[src/common/flash_boot_pkg.sv]
/*
 * flash_boot shared definitions
 * widths, the SPI read opcode and the FSM and register encodings
 */

package flash_boot_pkg;

    // flash byte address, one 24-bit SPI address phase
    localparam int FLASH_ADDR_W = 24;

    // data word carried from flash to RAM and CPU
    localparam int WORD_W = 32;

    // CPU word address into the user area of flash
    localparam int CPU_ADDR_W = 18;

    // plain serial read, no dummy cycles
    localparam logic [7:0] FLASH_CMD_READ = 8'h03;

    // configuration register select
    typedef enum logic [1:0] {
        CFG_LOAD_BASE  = 2'd0,
        CFG_LOAD_WORDS = 2'd1,
        CFG_WRITE_BASE = 2'd2,
        CFG_START      = 2'd3
    } cfg_reg_e;

    // flash_dma arbitration states
    typedef enum logic [2:0] {
        DMA_IDLE,
        DMA_LOAD,
        DMA_WRITE,
        DMA_CPU_READ,
        DMA_CPU_DONE
    } dma_state_e;

    // SPI reader states
    typedef enum logic [2:0] {
        SPI_IDLE,
        SPI_CMD,
        SPI_ADDR,
        SPI_DATA,
        SPI_HOLD
    } spi_state_e;

endpackage

[src/design/boot_config.sv]
/*
 * boot_config: copy source, length and destination registers
 * plus the start strobe, fired once after reset when IPL is on
 */

`timescale 1ns/1ps

module boot_config
    import flash_boot_pkg::*;
#(
    parameter bit                      ENABLE_IPL = 1'b1,
    parameter int                      RAM_WORDS  = 256,
    parameter logic [FLASH_ADDR_W-1:0] LOAD_BASE  = 24'h10_0000,
    parameter logic [FLASH_ADDR_W-1:0] LOAD_WORDS = 24'd16,
    parameter logic [WORD_W-1:0]       WRITE_BASE = 32'd0
) (
    input  logic                    clk,
    input  logic                    reset,
    input  logic                    cfg_write,
    input  cfg_reg_e                cfg_reg,
    input  logic [WORD_W-1:0]       cfg_wdata,
    input  logic                    dma_busy,
    output logic [FLASH_ADDR_W-1:0] load_base,
    output logic [FLASH_ADDR_W-1:0] load_words,
    output logic [WORD_W-1:0]       write_base,
    output logic                    dma_start
);

    // destination wraps inside the RAM, depth is a power of two
    localparam logic [WORD_W-1:0] RAM_MASK = WORD_W'(RAM_WORDS - 1);

    logic ipl_pending;

    // automatic start in the first cycle after reset, or a start write
    // that is refused while a copy is running
    assign dma_start = ipl_pending ||
                       (cfg_write && cfg_reg == CFG_START && !dma_busy);

    always_ff @(posedge clk) begin
        if (reset) begin
            ipl_pending <= ENABLE_IPL;
            load_base   <= LOAD_BASE;
            load_words  <= LOAD_WORDS;
            write_base  <= WRITE_BASE & RAM_MASK;
        end else begin
            ipl_pending <= 1'b0;
            if (cfg_write) begin
                case (cfg_reg)
                    CFG_LOAD_BASE:  load_base  <= cfg_wdata[FLASH_ADDR_W-1:0];
                    CFG_LOAD_WORDS: load_words <= cfg_wdata[FLASH_ADDR_W-1:0];
                    CFG_WRITE_BASE: write_base <= cfg_wdata & RAM_MASK;
                    // start has no storage
                    default: ;
                endcase
            end
        end
    end

endmodule

[config.mk]
export PLATFORM = sky130hd
export DESIGN_NAME = boot_config
export DESIGN_NICKNAME = d
export VERILOG_FILES = /design/src/common/flash_boot_pkg.sv /design/src/design/boot_config.sv
export SDC_FILE = /design/constraint.sdc
export NUM_CORES = 1
export LEC_CHECK = 0
export ABC_AREA = 1
export ABC_CLOCK_PERIOD_IN_PS = 2300
export BUFFER_PORTS_ARGS = -buffer_cell sky130_fd_sc_hd__buf_2
export CORE_MARGIN = 5
export CORE_UTILIZATION = 45
export CTS_BUF_LIST = sky130_fd_sc_hd__clkbuf_4 sky130_fd_sc_hd__clkbuf_8 sky130_fd_sc_hd__clkbuf_16
export DETAILED_ROUTE_END_ITERATION = 12
export PLACE_DENSITY = 0.77
export REMOVE_ABC_BUFFERS = 1
export SLEW_MARGIN = 10
export SYNTH_ARGS = -nofsm -noshare
export SYNTH_HDL_FRONTEND = slang
export SYNTH_SLANG_ARGS = --single-unit
[constraint.sdc]
create_clock -name clk -period 2.3 [get_ports clk]
set_input_delay 0.46 -clock clk [delete_from_list [all_inputs] [get_ports clk]]
set_output_delay 0.46 -clock clk [all_outputs]
set_load 0.01 [all_outputs]
==> impl_results.md <==
* Fin crit period at 1.480 ns
* Num CTS Buffers at 9
* RSZ-0062 raised after global routing: false
* Antenna viol nets, final at 0
* Total count of hold-check failures in the final report at 0
* Period utilization at 0.6437
* Peak Freq at 675.5 MHz
* Max Slew Vio Count at 0
* Initial Util at 0.4680
* Routed wire length at 5953 um
* CP Launch Point: cfg_write
* Reg2reg setup slack at 1.67 ns
* Pre-CTS setup slack at 0.7480 ns
* Cell taking the most area after synthesis: dfxtp_1
* Fillers at 558
* Crit path required time at 1.84 ns
* Area share of the largest cell type after synthesis at 0.4374
* GPL Wtd Cong at 0.7427
* Synthesized instance count at 390
* Routed len/inst at 10.90 um
* Leak pwr at 1.864 nW
* Port-buffer cells at 86
* Crit Path Class: input pin to output pin
* Synth Area per Inst at 6.689 um^2
* Total grt overflow at 0
* Yosys reg bits at 57
* Starting DRT DRC Count at 52
* Antenna diodes at 0
* Final WS setup at 0.8195 ns
* Boundary Pins at 119
* Resize count post-CTS at 0
* Critical Path End Type: output pin
* Crit path DAT at 1.02 ns
* DR pass1 iterations at 4
* Worst hold path depth at 1
* Reg-to-reg startpoint: write_base[3]$_SDFFE_PP0P_
* Residual DRC count at 0
* P per Cell Area at 728.4 mW/mm^2
* CTS tree: done
* Vias in the first global route at 2231
* Fin util at 0.5695
* R2R Path End: write_base[3]$_SDFFE_PP0P_
* Global Route Usage Sum at 0.1653
* Longest Clk Path Bufs at 2
* Clock root cell: clkbuf_8
* Max-cap viol count at 0
* Setup_tns at 0 ns
* Post-CTS Setup Bufs at 0
* DP HPWL at 4228 um
* Worst hold slack at 0.2650 ns
* Register area share after synthesis at 0.4374
* Startpoint Class: input pin
* Vias per inst at 4.440
* HP Start: reset
* HP Class: input pin to flop
* Via count at 2424
* Sink Count at 57
* Skew-Pair Late Insertion Delay at 0.32 ns
* Final setup violation count at 0
* Pin count of the biggest net entering global routing at 43
* Synthesis-to-finish area growth at 21.68%
* Worst Reg-to-Reg Cells at 4
* Final Skew at 0 ns
* Synth Cell Area at 0.002609 mm^2
* Total die area at 0.007420 mm^2
* Share of layout cells above drive strength 1 at 0.2363
* Core area at 0.005574 mm^2
* Worst vdd ir at 0.4271 mV
* DIE WIDTH at 86.14 um
* Status: finished clean
* Die H at 86.14 um
* End of the worst hold path: ipl_pending$_DFF_P_
* Fin nets at 508
* First-pass GRT wire length at 9839 um
* Synth top area cells: dfxtp_1 (44%), nand2_1 (13%), nor2_1 (12%), buf_4 (8.3%), inv_1 (8.1%)
* Crit Path Max Fanout at 10
* CTS clk-pin slew, worst paths at 0.06 ns
* Number of library cell types mapped by synthesis at 16
* Syn. warnings at 0
* Hold buffer count at CTS at 0
* Row count at 27
* H-tree depth reported by CTS at 3
* Initial antenna violation count at 1
registers in the layout (all words and copies together), names as in the netlist:
name and flops:
load_base 24, load_words 24, write_base 8, ipl_pending 1
worst max-delay path, cell delays in order:
cell	delay, ns
buf_2	0.21
nand3_1	0.10
o21bai_1	0.11
buf_2	0.14
synth_stat cells (all sizes together):
cell and instances:
a21oi 23, buf 41, clkbuf 6, conb 1, dfxtp 57, inv 57, nand2 88, nand3 29
nand4 1, nor2 86, o21bai 1
per-layer routing:
metal  vias up  GRT usage  routed length, um
met4         2    0.07914                 87
li1       1266          -                  -
met3        12    0.04995                618
met5         -          0                 11
met2        88     0.2719               2765
met1      1056     0.1956               2470
logic make-up after synthesis:
family                 share of synthesized area
other                                   0.001437
DFF                                       0.4374
buffers and inverters                     0.2038
AOI/OAI and AO/OA                        0.04700
and+or+nand+nor                           0.3103
power by group:
part	internal, mW	switching (mW)	leakage [nW]
Combinational	0.113	0.194	1.29
Sequential	1.04	0.0242	0.467
Clock	0.562	0.380	0.106
how the worst max path moves through the flow:
stage	to	depth (start not counted)
after floorplan	load_base[20]$_SDFFE_PP1P_	4
after global placement	write_base[3]$_SDFFE_PP0P_	5
after detailed placement	load_words[14]$_SDFFE_PP0P_	5
after CTS	dma_start	4
after global routing	dma_start	4
final	dma_start	4
through the flow:
step / instances / cell area [um^2] / power [mW]
after floorplan: 366 / 2377 / 1.255
after global placement: 531 / 2975 / 1.384
after detailed placement: 531 / 2975 / 1.394
after CTS: 546 / 3174 / 2.342
after global routing: 546 / 3174 / 2.433
final: 546 / 3174 / 2.312
cell usage in the layout, fill, tap and decap left out:
cell       synthesis  routed
nand2_1           88      88
inv_1             56      55
dfxtp_1           57      57
a21oi_1           23      23
nor2_1            86      85
inv_2              1       1
buf_12             0       1
clkinv_2           0       2
clkbuf_4           0       1
buf_2              8      86
nand3_1           28      27
nor2_4             0       1
clkinv_1           0       1
nand3_2            1       2
bufinv_16          0       1
nand4_1            1       1
o21bai_1           1       1
clkbuf_8           0      11
buf_4             29       6
conb_1             1      24
area by class of cell:
class,count,area [um^2],area share
clock buffers,12,158.9,0.05006
clock inverters,3,40.04,0.01261
inverters,57,214.0,0.06740
multi-input cells,252,1035,0.3260
flip-flops and latches,57,1141,0.3595
well taps,72,90.09,0.02838
repair buffers,93,495.5,0.1561
Note: power is estimated with default switching activity, not from simulation.
