==> src/common/flash_boot_pkg.sv <==
/*
 * flash_boot shared definitions
 * widths, the SPI read opcode and the FSM and register encodings
 */

package flash_boot_pkg;

    // flash byte address, one 24-bit SPI address phase
    localparam int FLASH_ADDR_W = 24;

    // data word carried from flash to RAM and CPU
    localparam int WORD_W = 32;

    // CPU word address into the user area of flash
    localparam int CPU_ADDR_W = 18;

    // plain serial read, no dummy cycles
    localparam logic [7:0] FLASH_CMD_READ = 8'h03;

    // configuration register select
    typedef enum logic [1:0] {
        CFG_LOAD_BASE  = 2'd0,
        CFG_LOAD_WORDS = 2'd1,
        CFG_WRITE_BASE = 2'd2,
        CFG_START      = 2'd3
    } cfg_reg_e;

    // flash_dma arbitration states
    typedef enum logic [2:0] {
        DMA_IDLE,
        DMA_LOAD,
        DMA_WRITE,
        DMA_CPU_READ,
        DMA_CPU_DONE
    } dma_state_e;

    // SPI reader states
    typedef enum logic [2:0] {
        SPI_IDLE,
        SPI_CMD,
        SPI_ADDR,
        SPI_DATA,
        SPI_HOLD
    } spi_state_e;

endpackage

==> src/flash_dma/spi_flash_reader.sv <==
/*
 * spi_flash_reader: SPI mode 0 master for the flash read command
 * returns 32-bit words, first byte received in the low byte,
 * and streams further words while the request continues
 */

`timescale 1ns/1ps

module spi_flash_reader
    import flash_boot_pkg::*;
(
    input  logic                    clk,
    input  logic                    reset,

    // request side
    input  logic                    flash_valid,
    input  logic [FLASH_ADDR_W-1:0] flash_address,
    input  logic                    flash_continue,
    output logic                    flash_ready,
    output logic [WORD_W-1:0]       flash_rdata,

    // SPI pins
    output logic                    flash_sck,
    output logic                    flash_csn,
    output logic                    flash_mosi,
    input  logic                    flash_miso
);

    spi_state_e state;

    // command and address go out together, MSB first
    logic [31:0] tx_shift;
    logic [31:0] rx_shift;
    logic [4:0]  bit_count;

    assign flash_mosi = tx_shift[31];

    always_ff @(posedge clk) begin
        if (reset) begin
            state       <= SPI_IDLE;
            flash_csn   <= 1'b1;
            flash_sck   <= 1'b0;
            flash_ready <= 1'b0;
        end else begin
            flash_ready <= 1'b0;

            case (state)
                SPI_IDLE: begin
                    flash_sck <= 1'b0;
                    if (flash_valid) begin
                        flash_csn <= 1'b0;
                        state     <= SPI_CMD;
                    end
                end
                SPI_CMD, SPI_ADDR: begin
                    // sck toggles every clk, so it runs at half rate
                    flash_sck <= !flash_sck;
                    if (flash_sck) begin
                        if (bit_count == 5'd7) begin
                            state <= SPI_ADDR;
                        end else if (bit_count == 5'd31) begin
                            state <= SPI_DATA;
                        end
                    end
                end
                SPI_DATA: begin
                    flash_sck <= !flash_sck;
                    // the falling edge after bit 31 closes the word
                    if (flash_sck && bit_count == 5'd31) begin
                        flash_ready <= 1'b1;
                        state       <= SPI_HOLD;
                    end
                end
                SPI_HOLD: begin
                    // decide in the cycle after the ready pulse, once the
                    // requester has had a chance to drop valid
                    if (!flash_ready) begin
                        if (flash_valid && flash_continue) begin
                            state <= SPI_DATA;
                        end else begin
                            flash_csn <= 1'b1;
                            state     <= SPI_IDLE;
                        end
                    end
                end
                default: begin
                    flash_csn <= 1'b1;
                    flash_sck <= 1'b0;
                    state     <= SPI_IDLE;
                end
            endcase
        end
    end

    // shift registers and bit counter
    always_ff @(posedge clk) begin
        if (state == SPI_IDLE && flash_valid) begin
            tx_shift  <= {FLASH_CMD_READ, flash_address};
            bit_count <= '0;
        end else if (state == SPI_HOLD) begin
            bit_count <= '0;
        end else if (state != SPI_IDLE) begin
            if (!flash_sck) begin
                // rising edge, flash output is stable
                rx_shift <= {rx_shift[30:0], flash_miso};
            end else begin
                // falling edge, present the next bit
                tx_shift  <= {tx_shift[30:0], 1'b0};
                bit_count <= bit_count + 1'b1;
            end
        end

        // byte swap so the first byte lands in bits 7:0
        if (state == SPI_DATA && flash_sck && bit_count == 5'd31) begin
            flash_rdata <= {rx_shift[7:0], rx_shift[15:8],
                            rx_shift[23:16], rx_shift[31:24]};
        end
    end

endmodule

==> config.mk <==
export PLATFORM = sky130hd
export DESIGN_NAME = spi_flash_reader
export DESIGN_NICKNAME = d
export VERILOG_FILES = /design/src/common/flash_boot_pkg.sv /design/src/flash_dma/spi_flash_reader.sv
export SDC_FILE = /design/constraint.sdc
export NUM_CORES = 1
export LEC_CHECK = 0
export ABC_AREA = 1
export BUFFER_PORTS_ARGS = -buffer_cell sky130_fd_sc_hd__clkbuf_2
export CAP_MARGIN = 30
export CELL_PAD_IN_SITES_DETAIL_PLACEMENT = 1
export CELL_PAD_IN_SITES_GLOBAL_PLACEMENT = 2
export CORE_MARGIN = 2
export CORE_UTILIZATION = 40
export CTS_CLUSTER_DIAMETER = 30
export DETAILED_ROUTE_END_ITERATION = 16
export HOLD_SLACK_MARGIN = 0.05
export PLACE_DENSITY_LB_ADDON = 0.1
export SYNTH_ARGS = -nofsm -noshare
export SYNTH_HDL_FRONTEND = slang
export SYNTH_SLANG_ARGS = --single-unit
export TNS_END_PERCENT = 50
==> constraint.sdc <==
create_clock -name clk -period 7.25 [get_ports clk]
set_input_delay 1.0875 -clock clk [delete_from_list [all_inputs] [get_ports clk]]
set_output_delay 1.0875 -clock clk [all_outputs]
set_load 0.03 [all_outputs]
==> summary.txt, run 1 <==
Pwr
  • Comb power frac: 22.4%
  • Power Internal: ~0.0012 W
  • Static Leak: roughly 1.8 nW
  • Max VDD drop: approximately 0.15 mV
  • Net Sw Power: 0.000568 W
  • Pwr dens: 391 nW/µm²
  • Fraction of power spent switching nets: 32.1%
  • Clock Power Share: about 19%
  • Reg power frac: just under 60%

Clock network
  • Root Driver: clkbuf_8
  • H-tree levels: 3
  • # hold bufs at CTS: 0
  • Post-CTS sizing: 0
  • CTS buffer count: 9
  • Setup bufs post-CTS: 0
  • Longest Clk Path Bufs: 2
  • Clk_lat worst skew: ~0.36 ns
  • CTS tree: done
  • Clock Sinks: around 110
  • Clk slew on worst S/H paths: approximately 0.10 ns

Logic synthesis
  • Mapped Nets: 327
  • Largest family of logic cells by synthesized area: simple AND/OR/NAND/NOR gates
  • Gate Count Post-Synth: around 300
  • Post-Synth Adder-Cell Area: less than 1%
  • Cell variety after synth: 20
  • Register area share after synthesis: between 70 and 80%
  • Simple-Gate Fraction of Synth Area: between 10 and 15%
  • Largest cells by area after synthesis: edfxtp_1, nand2_1, dfxtp_1
  • Synth area leader: edfxtp_1
  • Xor-xnor portion of the synthesized cell area: 0%
  • Yosys top cell area share: just under 70%
  • Synth Cell Area: around 3900 µm²
  • Synthesized area per cell: 13.1 µm²
  • Area fraction in compound gates after synthesis: 3.20%
  • Flops & latches, synth: ~110
  • Synth warnings: 0
  • Post-synthesis mux area share: 0%

Detailed routing
  • Routed length per instance: 13.3 µm
  • Final ANT Viol Nets: 0
  • Iteration-0 DRC count of the detailed router: approximately 110
  • DR pass1 iterations: 4
  • Via count: 2282
  • Drt drc: 0
  • Via density: 4.54
  • Routed wire length: roughly 6.7 mm

Floorplan
  • Boundary pin count: 65
  • FP Rows: 35
  • Starting Density: between 40 and 50%
  • Die height: just over 100 µm
  • Die Width: approximately 100 µm
  • Core region area: between 9000 and 10000 µm²
  • DIE AREA: roughly 10000 µm²

STA
  • Max Freq: just under 400 MHz
  • Setup violators final: 0
  • Max transition margin: 53.2%
  • Pins over their slew limit: 0
  • Period utilization: 35.9%
  • Fin. Hold Viols: 0
  • RSZ-0062 raised after global routing: no
  • Worst slew pin tran: about 0.7 ns
  • Setup TNS: 0 ns
  • Post-layout min period: 2.60 ns
  • Skew final: 0.00991 ns

Worst setup path
  • Worst Setup EP: tx_shift[13]
  • Crit path depth: 6
  • Critical path's slowest cell: nor2_4
  • RR Startpoint: state[1]
  • Buf/Inv on CP: 4
  • Worst EP required: approximately 7.3 ns
  • Critical Path Fanout Max: 31
  • Critical Path AT: ~2.7 ns
  • Setup Crit Path Kind: input pin to flop
  • Critical Path Max Stage Delay: ~0.57 ns
  • CP Cell Sequence: clkbuf_2 -> inv_1 -> nor2_4 -> inv_2 -> nand2_1 -> buf_16
  • Top delay family on crit path: simple AND/OR/NAND/NOR gates
  • CP startpoint: flash_valid
  • Worst-case reg-to-reg path depth: 6
  • Startpoint types: input pin
  • Worst R2R End: tx_shift[13]
  • Crit. End Element: flop
  • R2R Setup Slk: between 4 and 5 ns

Global routing
  • Vias in the first global route: 2294
  • First-pass GRT wire length: about 11 mm
  • GRT overflow: 0
  • GR Util All Layers: a little over an eighth
  • Initial antenna violation count: 0
  • Largest net degree at the start of global routing: 34

Hold path
  • Worst Hold Class: flop to flop

Finish
  • Filler Cells Inserted: 1003
  • Ant. Diodes: 0
  • Post-layout util: roughly half
  • Final #Nets: 400
  • Synthesis-to-finish area growth: 17.3%
  • Share of layout cells above drive strength 1: 24.9%

Place
  • Final HPWL DP: about 4.6 mm
  • Placer congestion estimate: between 0.7 and 0.8
  • PortBufs: 64

Run
  • Max Cap Viol: 0

Outcome
  • Outcome: complete, no violations
==> flip-flops by register name (all words and copies together), names as in the netlist <==
name and flops:
bit_count 5, flash_csn 1, flash_rdata 32, flash_ready 1, flash_sck 1, rx_shift 32
state 3, tx_shift 32
==> routing by layer <==
layer | vias up | track usage (%) | routed length [µm]
met4 | 0 | 5.85 | 76
met2 | 45 | 21.7 | 3140
met5 | - | 0 | 0
met1 | 1084 | 18.3 | 3180
li1 | 1146 | - | -
met3 | 7 | 3.01 | 298
==> power by group through the flow <==
stage	clock, W	sequential (W)	combinational [W]
2_1_floorplan	0	0.00103	0.000296
3_3_place_gp	0	0.00104	0.000380
3_5_place_dp	0	0.00105	0.000389
4_1_cts	0.000355	0.00104	0.000389
5_1_grt	0.000373	0.00106	0.000462
6_report	0.000341	0.00103	0.000396
==> metrics by stage <==
step	instance area [µm²]	hold slack, ns	setup WS (ns)	instances	power, W
floorplan	3860	0.400	4.54	296	0.00133
global placement	4320	0.405	3.81	486	0.00142
detailed placement	4320	0.411	3.73	486	0.00144
CTS	4510	0.433	4.12	502	0.00178
global route	4530	0.434	4.44	503	0.00189
finish	4530	0.430	4.65	503	0.00177
==> synthesized netlist by cell type <==
library cell / instances
nand2_1: 107
edfxtp_1: 88
dfxtp_1: 19
inv_1: 17
nor2_1: 15
a21oi_1: 13
nand3_1: 9
o21ai_0: 7
buf_6: 4
inv_2: 3
ha_1: 2
nand4_1: 2
nor2_2: 2
nor2_4: 2
a21oi_4: 1
buf_2: 1
nand2_2: 1
nor3_1: 1
o21bai_1: 1
or2_0: 1
==> cell families after synthesis <==
kind of cell / count (synthesis)
AOI/OAI and AO/OA: 22
adders and majority gates: 2
buffers and inverters: 25
DFF: 107
and+or+nand+nor: 140
==> cell usage in the layout, fill, tap and decap left out, drive strengths merged <==
cell type,n
clkinv,3
nand2,108
nand3,9
o21bai,1
nor2,19
ha,2
clkbuf,74
nor3,1
inv,22
clkinvlp,1
or2,1
a21oi,14
buf,3
nand4,2
o21ai,7
dfxtp,19
edfxtp,88
==> final cells by class <==
class	instances	area (µm²)	share of cell area [%]
sequential	107	3020	66.7
multi-input combinational	164	722	15.9
timing repair buffer	67	363	8.00
tap	129	161	3.56
clock buffer	10	128	2.82
inverter	20	75.1	1.66
clock inverter	6	61.3	1.35
==> worst min-delay path by stage <==
stage / slack [ns] / endpoint / from / cells past startpoint
CTS: 0.43 / flash_rdata[7] / rx_shift[31] / 0
global route: 0.43 / flash_rdata[7] / rx_shift[31] / 0
global placement: 0.40 / flash_rdata[7] / rx_shift[31] / 0
floorplan: 0.40 / flash_rdata[7] / rx_shift[31] / 0
detailed placement: 0.41 / flash_rdata[7] / rx_shift[31] / 0
finish: 0.43 / flash_rdata[7] / rx_shift[31] / 0
No activity file was read; power rests on OpenSTA's default activity.
==> run 2: changes to the inputs <==
--- a/config.mk
+++ b/config.mk
@@ -5,13 +5,13 @@
 export SDC_FILE = /design/constraint.sdc
 export NUM_CORES = 1
 export LEC_CHECK = 0
-export ABC_AREA = 1
+export ABC_AREA = 0
 export BUFFER_PORTS_ARGS = -buffer_cell sky130_fd_sc_hd__clkbuf_2
 export CAP_MARGIN = 30
 export CELL_PAD_IN_SITES_DETAIL_PLACEMENT = 1
 export CELL_PAD_IN_SITES_GLOBAL_PLACEMENT = 2
 export CORE_MARGIN = 2
-export CORE_UTILIZATION = 40
+export CORE_UTILIZATION = 36
 export CTS_CLUSTER_DIAMETER = 30
 export DETAILED_ROUTE_END_ITERATION = 16
 export HOLD_SLACK_MARGIN = 0.05
==> constraint.sdc (replaced) <==
create_clock -name clk -period 2.1 [get_ports clk]
set_input_delay 0.315 -clock clk [delete_from_list [all_inputs] [get_ports clk]]
set_output_delay 0.315 -clock clk [all_outputs]
set_load 0.03 [all_outputs]
==> summary.txt, run 2 <==
Global routing
  • First-pass GRT wire length: 10.4 mm (-4.5%)
  • GR Util All Layers: 12.2% (-1.5 points)
  • Vias in the first global route: 2041 (-11%)
  • GRT overflow: 0 (unchanged)
  • Largest net degree at the start of global routing: 33 (-2.9%)
  • Initial antenna violation count: 0 (unchanged)

STA
  • Worst slew pin tran: 0.483 ns (-0.218 ns)
  • Hold slack final: 0.118 ns (-0.313 ns)
  • RSZ-0062 raised after global routing: no
  • Skew final: 0.0113 ns (+0.00142 ns)
  • Post-layout min period: about 1.9 ns
  • Max transition margin: 67.8% (+15 points)
  • Pins over their slew limit: 0 (unchanged)
  • Setup ws final: 0.213 ns (-4.44 ns)
  • Fin. Hold Viols: 0 (unchanged)
  • Period utilization: about 90%
  • Setup violators final: 0 (unchanged)
  • Setup TNS: 0 ns (unchanged)
  • Max Freq: roughly 530 MHz

Clock network
  • CTS buffer count: 9 (unchanged)
  • Post-CTS sizing: 0 (unchanged)
  • H-tree levels: 3 (unchanged)
  • Clk slew on worst S/H paths: 0.11 ns (about the same)
  • Root Driver: clkbuf_8
  • Clock Sinks: 107 (unchanged)
  • Setup bufs post-CTS: 0 (unchanged)
  • CTS tree: done
  • Clk_lat worst skew: 0.37 ns (about the same)
  • # hold bufs at CTS: 0 (unchanged)
  • Longest Clk Path Bufs: 2 (unchanged)

Place
  • PortBufs: 64 (unchanged)
  • Worst Setup Slack post-DPL: 0.202 ns (-3.53 ns)
  • Final HPWL DP: 4.28 mm (-6.7%)
  • Placer congestion estimate: 0.712 (-5.5%)

Floorplan
  • Die height: 107 µm (+4.8%)
  • Die Width: 107 µm (+4.8%)
  • Boundary pin count: 65 (unchanged)
  • FP Rows: 37 (+5.7%)
  • Starting Density: 37.2% (-4.3 points)
  • DIE AREA: 11500 µm² (+9.9%)
  • Core region area: 10300 µm² (+11%)

Worst setup path
  • Startpoint types: flop
  • Setup Crit Path Kind: flop to flop
  • CP startpoint: state[1]
  • Worst EP required: 2.22 ns (-5.10 ns)
  • RR Startpoint: state[1]
  • Critical Path Fanout Max: 29 (-6.5%)
  • Worst-case reg-to-reg path depth: 4 (-2)
  • Crit. End Element: flop
  • Critical Path AT: 2.01 ns (-0.66 ns)

Logic synthesis
  • Yosys top cell area share: 68.9% (+0.51 points)
  • Synthesized area per cell: 17.2 µm² (+32%)
  • Largest cells by area after synthesis: edfxtp_1, dfxtp_1, mux2_2
  • Synth top cells by count: edfxtp_1, nand2_1, dfxtp_1, mux2_2, a21oi_1
  • Mapped Nets: 254 (-22%)
  • Main flop type after synthesis: edfxtp_1
  • Register area share after synthesis: 78.8% (+0.59 points)
  • Number of flops mapped to enable cells by yosys: 88 (unchanged)
  • Synth warnings: 0 (unchanged)
  • Cell variety after synth: 38 (+90%)
  • Synth area leader: edfxtp_1
  • Synth Cell Area: 3840 µm² (-0.74%)
  • Gate Count Post-Synth: 223 (-25%)
  • Most common cell in the netlist: edfxtp_1
  • Synth async-reset ratio: 0% (unchanged)
  • Flops & latches, synth: 107 (unchanged)

Run
  • Max Cap Viol: 0 (unchanged)

Hold path
  • Min-delay src: flash_miso
  • Hold path depth: 1 (+1)
  • Worst Hold Class: input pin to flop

Finish
  • Filler Cells Inserted: 1082 (+7.9%)
  • Regs by FF count: flash_rdata: 32 flops, rx_shift: 32 flops, tx_shift: 32 flops
  • Ant. Diodes: 0 (unchanged)
  • Synthesis-to-finish area growth: 18.2%
  • Share of layout cells above drive strength 1: 37.6% (+13 points)
  • Most common cell after layout, fill and taps aside: edfxtp_1
  • Final #Nets: 329 (-18%)
  • Commonest cells after routing, fill and taps aside: edfxtp_1, clkbuf_2, nand2_1

Pwr
  • Total power: 0.00440 W (+150%)
  • Static Leak: 1.66 nW (-9.1%)
  • Max VDD drop: 0.326 mV (+120%)
  • Pwr dens: 970 nW/µm² (+150%)

Detailed routing
  • Drt drc: 0 (unchanged)
  • Final ANT Viol Nets: 0 (unchanged)
  • Wl on met1: 3.22 mm (+1.2%)
  • Routed wire length: 6.61 mm (-1.2%)
  • DR WL met3: 307 µm (+3.0%)
  • Via count: 2024 (-11%)
  • Routed length per instance: 15.1 µm (+13%)
  • WL met2: 2.99 mm (-4.8%)
  • Iteration-0 DRC count of the detailed router: 108 (+0.93%)
  • DR pass1 iterations: 4 (unchanged)
  • Via density: 4.61 (+1.6%)
  • Highest metal used: met4

Outcome
  • Outcome: complete, no violations
[run 2: cell families after synthesis]
logic type / count (synthesis) / share of synthesized area, %
muxes: 24 / 7.40
and+or+nand+nor: 50 / 6.49
buffers and inverters: 9 / 1.66
AOI/OAI and AO/OA: 30 / 4.76
adders and majority gates: 2 / 0.652
xor gates and xnor gates: 1 / 0.228
DFF: 107 / 78.8
[run 2: area by class of cell]
class | count | area [µm²] | area share, %
clock buffers | 10 | 128 | 2.82
clock inverters | 6 | 50.0 | 1.10
flip-flops and latches | 107 | 3020 | 66.7
repair buffers | 71 | 398 | 8.78
well taps | 136 | 170 | 3.75
multi-input cells | 107 | 757 | 16.7
inverters | 2 | 7.51 | 0.166
[run 2: through the flow]
stage               util [%]  std cells  area [µm²]
floorplan                  -        223        3840
global placement        42.2        423        4360
detailed placement      42.2        423        4360
CTS                     43.9        439        4530
global route            43.9        439        4530
finish                  43.9        439        4530
[run 2: power breakdown]
part / internal (W) / total [W] / switching [W]
sequential: 0.00266 / 0.00277 / 0.000114
clock: 0.000447 / 0.00115 / 0.000708
combinational: 0.000207 / 0.000467 / 0.000261
[run 2: routing by layer]
layer / track usage [%] / up-vias
li1: - / 989
met1: 16.5 / 984
met2: 17.9 / 44
met3: 4.38 / 7
met4: 4.73 / 0
met5: 0 / -
[run 2: path summary, 6_finish.rpt]
check	endpoint	slack [ns]
max reg2reg	tx_shift[6]	0.21
min reg2reg	flash_rdata[7]	0.44
min	rx_shift[0]	0.12
max	tx_shift[6]	0.21
[run 2: worst max-delay path, stage by stage, from the launching register on]
cell,delay [ns]
dfxtp_1,0.38
or2_1,0.34
nor2_4,0.13
and2_4,0.40
mux2_2,0.39
==> run 3: changes to the inputs <==
--- a/config.mk
+++ b/config.mk
@@ -15,7 +15,9 @@
 export CTS_CLUSTER_DIAMETER = 30
 export DETAILED_ROUTE_END_ITERATION = 16
 export HOLD_SLACK_MARGIN = 0.05
+export MAX_ROUTING_LAYER = met4
 export PLACE_DENSITY_LB_ADDON = 0.1
+export SETUP_SLACK_MARGIN = 0.2
 export SYNTH_ARGS = -nofsm -noshare
 export SYNTH_HDL_FRONTEND = slang
 export SYNTH_SLANG_ARGS = --single-unit
==> summary.txt, run 3 (synthesis gave the netlist of run 2 again) <==
Global routing
  • Initial antenna violation count: 0 (unchanged)
  • First-pass GRT wire length: 10.3 mm (-0.79%)
  • Vias in the first global route: 1985 (-2.7%)
  • GRT overflow: 0 (unchanged)
  • Largest net degree at the start of global routing: 33 (unchanged)
  • GR Util All Layers: 12.0% (-0.15 points)

Detailed routing
  • DR pass1 iterations: 4 (unchanged)
  • Iteration-0 DRC count of the detailed router: 74 (-31%)
  • Via count: 2065 (+2.0%)
  • Routed length per instance: 15.1 µm (+0.36%)
  • Via density: 4.68 (+1.6%)
  • Routed wire length: 6.67 mm (+0.82%)
  • Drt drc: 0 (unchanged)
  • Final ANT Viol Nets: 0 (unchanged)

Floorplan
  • Boundary pin count: 65 (unchanged)
  • Die height: 107 µm (unchanged)
  • DIE AREA: 11500 µm² (unchanged)
  • Starting Density: 37.2% (unchanged)
  • Die Width: 107 µm (unchanged)
  • Core region area: 10300 µm² (unchanged)
  • FP Rows: 37 (unchanged)

STA
  • RSZ-0062 raised after global routing: yes
  • Max transition margin: 59.6% (-8.1 points)
  • Max Freq: 520 MHz (-1.8%)
  • Hold slack final: 0.111 ns (-0.00636 ns)
  • Period utilization: 91.5% (+1.6 points)
  • Fin. Hold Viols: 0 (unchanged)
  • Setup violators final: 0 (unchanged)
  • Skew final: 0.0175 ns (+0.00619 ns)
  • Post-layout min period: 1.92 ns (+0.0345 ns)
  • Setup TNS: 0 ns (unchanged)
  • Pins over their slew limit: 0 (unchanged)
  • Worst slew pin tran: 0.603 ns (+0.120 ns)

Worst setup path
  • Worst EP required: 2.24 ns (+0.02 ns)
  • Setup Crit Path Kind: flop to flop
  • Startpoint types: flop
  • Crit. End Element: flop
  • R2R Setup Slk: 0.18 ns (-0.03 ns)
  • Critical Path AT: 2.06 ns (+0.05 ns)
  • Critical Path Fanout Max: 14 (-52%)

Finish
  • Most common cell after layout, fill and taps aside: edfxtp_1
  • Filler Cells Inserted: 1048 (-3.1%)
  • Share of layout cells above drive strength 1: 39.3% (+1.7 points)
  • Synthesis-to-finish area growth: 19.8%
  • Final #Nets: 331 (+0.61%)
  • Commonest cells after routing, fill and taps aside: edfxtp_1, clkbuf_2, nand2_1
  • Regs by FF count: flash_rdata: 32 flops, rx_shift: 32 flops, tx_shift: 32 flops
  • Ant. Diodes: 0 (unchanged)

Run
  • Max Cap Viol: 0 (unchanged)

Hold path
  • Worst Hold Class: input pin to flop

Clock network
  • # hold bufs at CTS: 0 (unchanged)
  • Root Driver: clkbuf_8
  • CTS tree: done
  • Clk slew on worst S/H paths: 0.11 ns (about the same)
  • Setup bufs post-CTS: 0 (unchanged)
  • Clock Sinks: 107 (unchanged)
  • H-tree levels: 3 (unchanged)
  • Clk_lat worst skew: 0.37 ns (about the same)
  • Post-CTS sizing: 0 (unchanged)
  • Longest Clk Path Bufs: 2 (unchanged)
  • CTS buffer count: 9 (unchanged)

Pwr
  • Static Leak: 1.68 nW (+0.92%)
  • Pwr dens: 988 nW/µm² (+1.9%)
  • Total power: 0.00454 W (+3.3%)
  • Max VDD drop: 0.486 mV (+49%)

Place
  • PortBufs: 64 (unchanged)
  • Final HPWL DP: 4.23 mm (-1.1%)
  • Placer congestion estimate: 0.737 (+3.5%)

Outcome
  • Outcome: complete, no violations
==> run 3: worst paths after layout <==
| kind | start | endpoint | cells past startpoint |
|---|---|---|---|
| max | state[1] | tx_shift[4] | 4 |
| min | flash_miso | rx_shift[0] | 1 |
| max reg2reg | state[1] | tx_shift[4] | 4 |
| min reg2reg | rx_shift[31] | flash_rdata[7] | 0 |
==> run 3: area by class of cell <==
type                    instances  area (µm²)  area share (%)
flip-flops and latches        107        3020            65.8
multi-input cells             108         772            16.8
repair buffers                 72         405            8.82
well taps                     136         170            3.70
clock buffers                   9         124            2.69
clock inverters                 7        91.3            1.99
inverters                       2        11.3           0.245
==> run 3: through the flow <==
stage	util, %	worst slack, ns	cell area, µm²	instances
final	44.5	0.178	4600	441
after global routing	44.5	0.108	4600	441
after CTS	44.5	0.180	4590	440
after detailed placement	42.4	0.212	4370	424
after global placement	42.4	0.245	4370	424
after floorplan	-	0.252	3850	223
==> run 3: where the power goes <==
group | total [W] | leakage, nW | switching [W] | internal [W]
sequential | 0.00277 | 0.973 | 0.000112 | 0.00266
clock | 0.00128 | 0.105 | 0.000799 | 0.000486
combinational | 0.000488 | 0.600 | 0.000274 | 0.000214
total | 0.00454 | 1.68 | 0.00118 | 0.00336
==> run 3: per-layer routing <==
layer / GRT usage, % / routed length, µm
met4: 5.57 / 107
met5: - / 0
met3: 2.67 / 298
met2: 16.6 / 2960
met1: 17.0 / 3310
==> run 3: critical path, cell delays in order (launching register included) <==
cell and delay (ns):
dfxtp_1 0.39, or2_1 0.35, nor2_4 0.16, and2_2 0.41
mux2_2 0.38
